**src/ex_pkg.sv**
```systemverilog
// Shared types and constants of the execute stage
// Imported by every RTL module and by the testbench reference model
package ex_pkg;

    localparam int xlen      = 32;
    localparam int div_steps = 32; // One quotient bit per cycle
    localparam int div_cnt_w = $clog2(div_steps);

    typedef enum logic [4:0] {
        ADD, SUB, SLL, SLT, SLTU, XOR, SRL, SRA, OR, AND, PASS2,
        BEQ, BNE, BLT, BGE, BLTU, BGEU, JAL, JALR,
        MUL, MULH, MULHSU, MULHU, DIV, DIVU, REM, REMU
    } alu_op_e;

    typedef enum logic {
        RS1,
        PC
    } src1_sel_e;

    typedef enum logic {
        RS2,
        IMM
    } src2_sel_e;

    typedef enum logic [1:0] {
        IDLE,
        RUN,
        DONE
    } div_state_e;

    function automatic logic is_muldiv_op(alu_op_e op);
        return op inside {MUL, MULH, MULHSU, MULHU, DIV, DIVU, REM, REMU};
    endfunction

    // The multi-cycle subset of the multiply/divide class
    function automatic logic is_div_op(alu_op_e op);
        return op inside {DIV, DIVU, REM, REMU};
    endfunction

    // Includes the unconditional jumps
    function automatic logic is_branch_op(alu_op_e op);
        return op inside {BEQ, BNE, BLT, BGE, BLTU, BGEU, JAL, JALR};
    endfunction

endpackage

```
**src/ex_int_alu.sv**
```systemverilog
// Integer ALU with branch condition evaluation for the RV32I operations
// The result is combinational and is registered by the result select
`timescale 1ns/1ps

module ex_int_alu
    import ex_pkg::*;
(
    input  logic              issue_valid,
    input  alu_op_e           alu_op,
    input  logic [xlen-1:0]   s1,
    input  logic [xlen-1:0]   s2,
    input  logic [xlen-1:0]   pc,
    output logic [xlen-1:0]   int_result,
    output logic              int_valid,
    output logic              branch_taken
);

    logic [4:0] shamt;
    logic       eq;
    logic       lt_s;
    logic       lt_u;
    logic       cond;

    assign shamt = s2[4:0];
    assign eq    = (s1 == s2);
    assign lt_s  = ($signed(s1) < $signed(s2));
    assign lt_u  = (s1 < s2);

    always_comb begin
        int_result = '0;
        cond       = 1'b0;
        case (alu_op)
            ADD:   int_result = s1 + s2;
            SUB:   int_result = s1 - s2;
            SLL:   int_result = s1 << shamt;
            SLT:   int_result = {{(xlen-1){1'b0}}, lt_s};
            SLTU:  int_result = {{(xlen-1){1'b0}}, lt_u};
            XOR:   int_result = s1 ^ s2;
            SRL:   int_result = s1 >> shamt;
            SRA:   int_result = $signed(s1) >>> shamt;
            OR:    int_result = s1 | s2;
            AND:   int_result = s1 & s2;
            PASS2: int_result = s2; // LUI
            BEQ:   cond = eq;
            BNE:   cond = !eq;
            BLT:   cond = lt_s;
            BGE:   cond = !lt_s;
            BLTU:  cond = lt_u;
            BGEU:  cond = !lt_u;
            JAL, JALR: begin
                int_result = pc + 32'd4; // Link address
                cond       = 1'b1;
            end
            default: begin
                // Multiply and divide are handled elsewhere
                int_result = '0;
                cond       = 1'b0;
            end
        endcase
    end

    assign int_valid    = issue_valid && !is_muldiv_op(alu_op);
    assign branch_taken = issue_valid && is_branch_op(alu_op) && cond;

endmodule

```
**src/ex_mul_div.sv**
```systemverilog
// Single-cycle multiplier and iterative restoring divider of the M extension
// A divide holds the pipeline through stall_req until its result is ready
`timescale 1ns/1ps

module ex_mul_div
    import ex_pkg::*;
(
    input  logic              clk,
    input  logic              reset,
    input  logic              issue_valid,
    input  alu_op_e           alu_op,
    input  logic [xlen-1:0]   s1,
    input  logic [xlen-1:0]   s2,
    output logic [xlen-1:0]   md_result,
    output logic              md_valid,
    output logic              stall_req
);

    logic signed [xlen:0]     mul_a;
    logic signed [xlen:0]     mul_b;
    logic signed [2*xlen+1:0] product;
    logic [xlen-1:0]          mul_result;
    logic                     mul_valid;

    div_state_e               state;
    logic [div_cnt_w-1:0]     count;
    logic                     div_start;
    logic                     div_signed;
    logic [xlen-1:0]          quo_q;
    logic [xlen-1:0]          rem_q;
    logic [xlen-1:0]          divisor_q;
    logic [xlen-1:0]          dividend_q;
    logic                     neg_q;
    logic                     neg_r;
    logic                     rem_sel;
    logic                     div_zero;
    logic [xlen+1:0]          step_diff;
    logic [xlen-1:0]          div_result;

    // Operands are widened by one bit so a single signed multiply covers all forms
    assign mul_a      = {(alu_op inside {MULH, MULHSU}) & s1[xlen-1], s1};
    assign mul_b      = {(alu_op == MULH) & s2[xlen-1], s2};
    assign product    = mul_a * mul_b;
    assign mul_result = (alu_op == MUL) ? product[xlen-1:0] : product[2*xlen-1:xlen];
    assign mul_valid  = issue_valid && is_muldiv_op(alu_op) && !is_div_op(alu_op);

    assign div_start  = issue_valid && is_div_op(alu_op);
    assign div_signed = alu_op inside {DIV, REM};

    // Trial subtraction of one restoring step
    assign step_diff = {1'b0, rem_q, quo_q[xlen-1]} - {2'b00, divisor_q};

    always_ff @(posedge clk) begin
        if (reset) begin
            state <= IDLE;
            count <= '0;
        end else begin
            case (state)
                IDLE: begin
                    count <= '0;
                    if (div_start) begin
                        state <= RUN;
                    end
                end
                RUN: begin
                    count <= count + 1'b1;
                    if (count == div_cnt_w'(div_steps - 1)) begin
                        state <= DONE;
                    end
                end
                default: state <= IDLE; // DONE lasts one cycle
            endcase
        end
    end

    always_ff @(posedge clk) begin
        if (state == IDLE && div_start) begin
            // The divider works on magnitudes
            quo_q      <= (div_signed && s1[xlen-1]) ? -s1 : s1;
            divisor_q  <= (div_signed && s2[xlen-1]) ? -s2 : s2;
            rem_q      <= '0;
            dividend_q <= s1;
            neg_q      <= div_signed && (s1[xlen-1] ^ s2[xlen-1]);
            neg_r      <= div_signed && s1[xlen-1];
            rem_sel    <= alu_op inside {REM, REMU};
            div_zero   <= (s2 == '0);
        end else if (state == RUN) begin
            if (!step_diff[xlen+1]) begin
                rem_q <= step_diff[xlen-1:0];
                quo_q <= {quo_q[xlen-2:0], 1'b1};
            end else begin
                rem_q <= {rem_q[xlen-2:0], quo_q[xlen-1]};
                quo_q <= {quo_q[xlen-2:0], 1'b0};
            end
        end
    end

    // Signed overflow needs no special case because the sign fix already yields it
    always_comb begin
        if (div_zero) begin
            div_result = rem_sel ? dividend_q : '1;
        end else if (rem_sel) begin
            div_result = neg_r ? -rem_q : rem_q;
        end else begin
            div_result = neg_q ? -quo_q : quo_q;
        end
    end

    assign stall_req = (state == RUN) || (state == IDLE && div_start);
    assign md_valid  = (state == DONE) || mul_valid;
    assign md_result = (state == DONE) ? div_result : mul_result;

    // A stall raised in IDLE ends in DONE once the full run has passed
    a_stall_length: assert property (@(posedge clk) disable iff (reset)
        (state == IDLE && stall_req) |-> ##(div_steps + 1) (state == DONE && !stall_req))
        else $error("Divide stall did not end in DONE after div_steps + 1 cycles");

    a_op_stable: assert property (@(posedge clk) disable iff (reset)
        (state == RUN) |-> $stable(alu_op))
        else $error("alu_op changed while the divider runs");

    a_run_bound: assert property (@(posedge clk) disable iff (reset)
        $rose(state == RUN) |-> ##[1:div_steps] (state != RUN))
        else $error("Divider stayed in RUN too long");

endmodule

```
**src/ex_operand_select.sv**
```systemverilog
// Operand multiplexers of the execute stage and the branch/jump target adder
// Purely combinational, fed straight from the ID/EX register
`timescale 1ns/1ps

module ex_operand_select
    import ex_pkg::*;
(
    input  src1_sel_e         src1_sel,
    input  src2_sel_e         src2_sel,
    input  alu_op_e           alu_op,
    input  logic [xlen-1:0]   rs1_data,
    input  logic [xlen-1:0]   rs2_data,
    input  logic [xlen-1:0]   pc,
    input  logic [xlen-1:0]   imm,
    output logic [xlen-1:0]   s1,
    output logic [xlen-1:0]   s2,
    output logic [xlen-1:0]   branch_target
);

    logic [xlen-1:0] jalr_sum;

    // AUIPC and JAL use the PC as first operand
    assign s1 = (src1_sel == PC) ? pc : rs1_data;

    // Immediate forms and LUI take the immediate as second operand
    assign s2 = (src2_sel == IMM) ? imm : rs2_data;

    assign jalr_sum = rs1_data + imm;

    always_comb begin
        if (alu_op == JALR) begin
            branch_target = {jalr_sum[xlen-1:1], 1'b0}; // Bit 0 is cleared for JALR
        end else begin
            branch_target = pc + imm;
        end
    end

endmodule

```
**src/ex_result_select.sv**
```systemverilog
// EX/MEM result register fed by the integer ALU and the multiply/divide unit
// Loads only when the pipeline is not stalled
`timescale 1ns/1ps

module ex_result_select
    import ex_pkg::*;
(
    input  logic              clk,
    input  logic              reset,
    input  logic              int_valid,
    input  logic              md_valid,
    input  logic              stall_req,
    input  logic [xlen-1:0]   int_result,
    input  logic [xlen-1:0]   md_result,
    output logic [xlen-1:0]   ex_result,
    output logic              ex_valid
);

    logic load;

    assign load = !stall_req && (int_valid ^ md_valid);

    always_ff @(posedge clk) begin
        if (reset) begin
            ex_result <= '0;
            ex_valid  <= 1'b0;
        end else begin
            ex_valid <= load;
            if (load) begin
                ex_result <= int_valid ? int_result : md_result;
            end
        end
    end

    // The two units decode disjoint opcode classes
    a_one_source: assert property (@(posedge clk) disable iff (reset)
        !(int_valid && md_valid))
        else $error("Integer and multiply/divide results valid together");

endmodule

```
**src/ex_stage.sv**
```systemverilog
// Execute stage of the RV32IM core, between the ID/EX register and the memory stage
// A divide raises stall_req, and upstream must then hold its outputs
`timescale 1ns/1ps

module ex_stage
    import ex_pkg::*;
(
    input  logic              clk,
    input  logic              reset,
    input  logic              issue_valid,
    input  alu_op_e           alu_op,
    input  src1_sel_e         src1_sel,
    input  src2_sel_e         src2_sel,
    input  logic [xlen-1:0]   rs1_data,
    input  logic [xlen-1:0]   rs2_data,
    input  logic [xlen-1:0]   pc,
    input  logic [xlen-1:0]   imm,
    output logic [xlen-1:0]   ex_result,
    output logic              ex_valid,
    output logic              branch_taken,
    output logic [xlen-1:0]   branch_target,
    output logic              stall_req
);

    logic [xlen-1:0] s1;
    logic [xlen-1:0] s2;
    logic [xlen-1:0] int_result;
    logic            int_valid;
    logic [xlen-1:0] md_result;
    logic            md_valid;

    ex_operand_select u_operand_select (
        .src1_sel      (src1_sel),
        .src2_sel      (src2_sel),
        .alu_op        (alu_op),
        .rs1_data      (rs1_data),
        .rs2_data      (rs2_data),
        .pc            (pc),
        .imm           (imm),
        .s1            (s1),
        .s2            (s2),
        .branch_target (branch_target)
    );

    ex_int_alu u_int_alu (
        .issue_valid  (issue_valid),
        .alu_op       (alu_op),
        .s1           (s1),
        .s2           (s2),
        .pc           (pc),
        .int_result   (int_result),
        .int_valid    (int_valid),
        .branch_taken (branch_taken)
    );

    ex_mul_div u_mul_div (
        .clk         (clk),
        .reset       (reset),
        .issue_valid (issue_valid),
        .alu_op      (alu_op),
        .s1          (s1),
        .s2          (s2),
        .md_result   (md_result),
        .md_valid    (md_valid),
        .stall_req   (stall_req)
    );

    ex_result_select u_result_select (
        .clk        (clk),
        .reset      (reset),
        .int_valid  (int_valid),
        .md_valid   (md_valid),
        .stall_req  (stall_req),
        .int_result (int_result),
        .md_result  (md_result),
        .ex_result  (ex_result),
        .ex_valid   (ex_valid)
    );

endmodule

```
**config.mk**
```make
export PLATFORM = sky130hd
export DESIGN_NAME = ex_stage
export DESIGN_NICKNAME = d
export VERILOG_FILES = /design/src/ex_pkg.sv /design/src/ex_int_alu.sv /design/src/ex_mul_div.sv /design/src/ex_operand_select.sv /design/src/ex_result_select.sv /design/src/ex_stage.sv
export SDC_FILE = /design/constraint.sdc
export NUM_CORES = 2
export LEC_CHECK = 0
export BUFFER_PORTS_ARGS = -buffer_cell sky130_fd_sc_hd__buf_2
export CORE_MARGIN = 2
export CORE_UTILIZATION = 45
export CTS_CLUSTER_SIZE = 14
export DETAILED_ROUTE_END_ITERATION = 6
export GPL_TIMING_DRIVEN = 0
export PLACE_DENSITY = 0.72
export SLEW_MARGIN = 15
export SYNTH_ARGS = -nofsm -noshare
export SYNTH_HDL_FRONTEND = slang
export SYNTH_SLANG_ARGS = --single-unit
```
**constraint.sdc**
```tcl
create_clock -name clk -period 11.4 [get_ports clk]
set_clock_uncertainty 0.05 [all_clocks]
set_input_delay 0 -clock clk [delete_from_list [all_inputs] [get_ports clk]]
set_output_delay 0 -clock clk [all_outputs]
set_load 0.02 [all_outputs]
```
Yosys cells after proc, flatten, opt, wreduce, memory -nomap -nowiden:

Cells that the tools add are included.

* word-level logic and storage cells: 123
* output and inout port bits: 67
* bits in registers: 172
* input bits: 138

* mux-type cells: 23
* bitwise gates (word level): 7
* equal/unequal tests: 32
* shifts and indexed selects: 3
* $mul: 1
* reduce and logical (&&, ||, !) cells: 32
* $add $sub $neg: 11
* magnitude comparators: 2

Operators with widths (count)
* $mux 32: 16
* $pmux 32 s12: 1
* $neg 32->32: 4
* $add 32x32->32: 3
* $lt 32x32->1: 2
* $mul 33x33->64: 1
* $eq 5x5->1 const B: 12
* $eq 5x4->1 const B: 8
* $sub 33x32->34: 1
* $add 32x3->32 const B: 1
* $and 32x32->32: 1
* $eq 32x32->1: 1
* $logic_not 32->1: 1
* $or 32x32->32: 1
* $shl 32x5->32: 1
* $shr 32x5->32: 1
* $sshr 32x5->32: 1
* $sub 32x32->32: 1
* $xor 32x32->32: 1
* $eq 5x3->1 const B: 4
* $reduce_bool 8->1: 2
* $logic_and 1x1->1: 11
* $eq 5x2->1 const B: 2
* $pmux 5 s2: 1
* other kinds (19): 33

Logic depth before layout (Yosys ltp):

* depth after elaboration: 7
* mapped depth: 37
* mapped depth without buffers: 31

Cells and area by module:

From an unflattened synthesis, not the netlist that was laid out.

* cells, all modules: 7758
* area total of the unflattened synthesis: 64112.7 um2

Modules (own cells, without submodules)
* ex_mul_div: sequential area each 3783.6 um2, area an instance 48431.4 um2, cells each 5478, instances 1
* ex_int_alu: sequential area each 0.0 um2, area an instance 9758.1 um2, cells each 1501, instances 1
* ex_operand_select: sequential area each 0.0 um2, area an instance 4284.1 um2, cells each 594, instances 1
* ex_result_select: sequential area each 660.6 um2, area an instance 1639.1 um2, cells each 185, instances 1

Worst setup path before layout:

OpenSTA, ideal clock, no wires.

* path type: in2reg
* from: input src2_sel
* to: register u_result_select.ex_result[31]
* path buffers: 6
* path slack: 1.623 ns
* setup time: 0.134 ns
* data arrival time: 9.593 ns
* stages: 33
* cells stage by stage: buf_2 buf_4 mux2i_2 buf_2 buf_1 clkbuf_1 clkbuf_1 nor2_1 fa_1 inv_1 fa_1 inv_1 fa_1 inv_1 fa_1 inv_1 fa_1 fa_1 fa_1 inv_1 fa_1 inv_1 ha_1 and3_1 nand3_1 o21ai_0 o22a_1 a21o_1 nor4b_1 o31ai_1 xnor2_1 nor3_1 or4_1

* cells in the longest elaborated chain, start to end: 6
* elaborated cells on any way between the ends: 15
* those cells by class: add/sub (2); mul (1); shift (3); mux (5); bitwise (4)

RTL lines
* start, declared: line ex_stage.sv:13 `input src2_sel_e src2_sel,`
* $mux 32 *: line ex_operand_select.sv:26 `assign s2 = (src2_sel == IMM) ? imm : rs2_data;`
* $and 1x1->1: line ex_mul_div.sv:42 `assign mul_b = {(alu_op == MULH) & s2[xlen-1], s2};`
* $mul 33x33->64: line ex_mul_div.sv:43 `assign product = mul_a * mul_b;`
* $mux 32: line ex_mul_div.sv:44 `assign mul_result = (alu_op == MUL) ? product[xlen-1:0] : product[2*xlen-1:xlen];`
* $mux 32: line ex_mul_div.sv:111 `assign md_result = (state == DONE) ? div_result : mul_result;`
* $mux 32 *: line ex_result_select.sv:30 `ex_result <= int_valid ? int_result : md_result;`
* end signal, assigned: line ex_result_select.sv:30
* end, declared: line ex_result_select.sv:15 `output logic [xlen-1:0] ex_result,`

Every way passes the cells marked *; elsewhere a longest branch is shown, timed or not.
A chain may end at the register's enable or synchronous reset.

Worst setup path in the final report:

* from: input src2_sel
* to: register u_result_select.ex_result[28]

Same word-level chain as after synthesis.

==> flow_metrics.py <==
metrics = {
    "sta": {
        "max-slew-margin-rel_pct": 1.49,
        "rsz0062_at_grt": "true",
        "worstMarginPinSlew_ns": 1.48,
        "hold_slack_ns": 0.133,
        "timing.final.ws_setup_ns": -0.257,
        "period_share_pct": 102,
        "finalSetupViolations": 6,
        "timing.fmax_mhz": 85.8,
        "hold_violations": 0,
        "drv_slew": 0,
        "period_needed_ns": 11.66,
    },
    "worst_setup_path": {
        "critPathCaptureType": "flop",
        "slowest_stage": "clkinv_1",
        "crit_required_ns": 11.65,
        "crit_path_max_fanout": 10,
        "cp.arrival_ns": 11.91,
        "crit_type": "input port to flop",
        "slowest_delay_ns": 0.85,
        "cpMostUsedCell": "fa_1",
        "startpoint_type": "input port",
    },
    "yosys": {
        "synthTopCellsByCount": "1313 x inv_1, 1130 x fa_1, 1087 x nand2_1",
        "synth_top_area_cell": "fa_1",
        "ys_async_sr_fraction_pct": 0,
        "synth.avg_cell_area_sq_um": 8.16,
        "syn-instance-count": 7564,
        "synth-edff-count": 100,
        "syn_nets": 9241,
        "synth-seq-cells": 172,
        "yosysWarnings": 0,
        "ys.flop_type": "edfxtp_1",
        "ys_seq_area_share_pct": 7.20,
        "synth.most_common_cell": "inv_1",
        "synthesis.area_sq_mm": 0.0617,
        "synth_area_leaders": "fa_1 37%, ha_1 8.3%, inv_1 8.0%, nand2_1 6.6%, edfxtp_1 4.9%",
        "synth_cell_types": 100,
        "yosysTopAreaCellShare_pct": 36.7,
    },
    "floorplanning": {
        "io_pins": 205,
        "core_region_area_sq_mm": 0.136,
        "die_area_sq_mm": 0.140,
        "initial_core_util_pct": 45.4,
        "die_y_microns": 374,
        "rows": 135,
        "dieWidth_microns": 374,
    },
    "global_routing": {
        "grt_pass1_vias": 62200,
        "antenna_found_initial": 51,
        "grt_overflow": 0,
        "grt_max_degree": 65,
        "grt_pass1_wl_microns": 506000,
        "grtUsageTotal_pct": 52.8,
    },
    "finish": {
        "fin_util_pct": 49.3,
        "area_growth_pct": 8.46,
        "stdcell_area_sq_mm": 0.0669,
        "fill_cells": 13300,
        "nets": 9501,
        "drive_gt1_share_pct": 7.31,
    },
    "routing": {
        "vias": 63100,
        "antenna_left": 0,
        "wl_per_cell_microns": 38.7,
        "drt-total-wl_microns": 373000,
        "drt_iter0_markers": 9573,
        "drc": 0,
        "drt_first_pass_iters": 7,
        "via_per_inst": 6.54,
    },
    "worst_hold_path": {
        "hold_class": "input port to flop",
    },
    "cts": {
        "cts_tree": "done",
        "clk_latency_ns": 0.45,
        "clock_sinks": 172,
        "clockBufferDepth": 2,
        "numCtsBuffers": 17,
        "h-tree-depth": 4,
        "cts_root_buf": "clkbuf_16",
        "clkTransAtPathRegs_ns": 0.07,
    },
    "placement": {
        "dpl.hpwl_microns": 309000,
        "portBuffers": 201,
        "place.gp.congestion": 1.22,
        "placed_cell_area_sq_mm": 0.0658,
        "pre_cts_ws_ns": -3.10,
    },
    "flow_run": {
        "cap_violations": 0,
    },
    "run_status": {
        "status": "complete, but fails checks",
        "violations": "negative setup slack",
    },
}
==> cell usage in the layout (no fill, tap or decap), types with 39 or more instances in the layout <==
cell type	netlist	routed
o21a_1	40	40
fa_1	1130	1122
nor3_1	81	78
nand2_1	1087	1087
o22ai_1	65	64
o21ai_0	309	306
nand4_1	39	39
a211oi_1	53	51
xnor2_1	204	203
a21oi_1	319	318
edfxtp_1	100	100
o211ai_1	52	52
a31oi_1	59	58
ha_1	409	404
a21o_1	76	76
inv_1	1313	1304
mux2i_1	168	132
buf_2	18	241
o31ai_1	52	51
xor2_1	89	89
nand2b_1	40	40
nand3_1	137	137
dfxtp_1	72	72
buf_1	80	47
nor2_1	676	675
clkbuf_1	319	241
clkbuf_2	1	69
==> metrics by stage <==
stage                     TNS (ns)  cells
after global routing       -0.0776   9618
after CTS                        0   9608
final                       -0.854   9644
after floorplan                  0   7564
after detailed placement    -50.73   9573
after global placement      -90.04   9546
==> repair_timing <==
| item | 4_1_cts | 5_1_grt |
|---|---|---|
| resized for setup | 54 | 42 |
| buffers inserted | 7 | 12 |
| hold buffers | 1 | 0 |
| endpoints found under the hold margin | 2 | 0 |
| pin swaps | 1 | 2 |
| endpoints found under the setup margin | 30 | 11 |
==> per-layer routing <==
layer / up-vias / GRT usage [%] / routed length (microns)
met4: 44 / 46.6 / 42500
met5: - / 1.03 / 505
met2: 5285 / 71.6 / 145000
li1: 24900 / - / -
met3: 1609 / 25.3 / 57000
met1: 31300 / 61.7 / 128000
==> final cells by class <==
| class | instances | area (sq um) | share of cell area (%) |
|---|---|---|---|
| tap | 1781 | 2230 | 3.33 |
| buffer | 426 | 1950 | 2.92 |
| clock inverter | 13 | 135 | 0.202 |
| antenna | 26 | 65.1 | 0.0972 |
| inverter | 1346 | 5090 | 7.60 |
| clock buffer | 19 | 433 | 0.647 |
| multi-input combinational | 5613 | 50900 | 76.1 |
| timing repair buffer | 248 | 1670 | 2.50 |
| sequential | 172 | 4440 | 6.64 |
==> critical path: cells and delay by family <==
kind / cells / cell delay (ns)
fa+ha+maj: 9 / 4.71
compound gates: 8 / 2.16
simple gates: 5 / 1.75
buf+inv: 8 / 2.61
mux: 1 / 0.60
==> flip-flops by register name, indices dropped and copies added, names as in the netlist, 2 cells and up <==
signal / cells
u_mul_div.dividend_q: 32
u_mul_div.state: 2
u_mul_div.quo_q: 32
u_result_select.ex_result: 32
u_mul_div.rem_q: 32
u_mul_div.count: 5
u_mul_div.divisor_q: 32
==> path summary, 6_finish.rpt <==
check,start,endpoint,slack [ns],cells after the start
setup / recovery,src2_sel,u_result_select.ex_result[28]$_SDFFE_PP0P_,-0.26,31
hold / removal,issue_valid,u_result_select.ex_result[0]$_SDFFE_PP0P_,0.13,5
setup reg to reg,u_mul_div.divisor_q[1]$_DFFE_PP_,u_mul_div.quo_q[0]$_DFFE_PN_,6.31,13
hold reg to reg,u_result_select.ex_result[24]$_SDFFE_PP0P_,u_result_select.ex_result[24]$_SDFFE_PP0P_,0.46,2
==> cells by family after synthesis <==
| kind of cell | count (synthesis) | synth area share [%] |
|---|---|---|
| adder cells (fa/ha/maj) | 1539 | 44.9 |
| XOR/XNOR | 293 | 4.16 |
| AO/OA/AOI/OAI | 1333 | 14.0 |
| multiplexers | 187 | 3.13 |
| AND/OR/NAND/NOR | 2261 | 15.5 |
| buffers and inverters | 1779 | 11.1 |
| flip-flops | 172 | 7.20 |
Power is left out: the tool's default activity adds up to more than one toggle a clock period on the data nets, which glitch-free logic cannot reach.
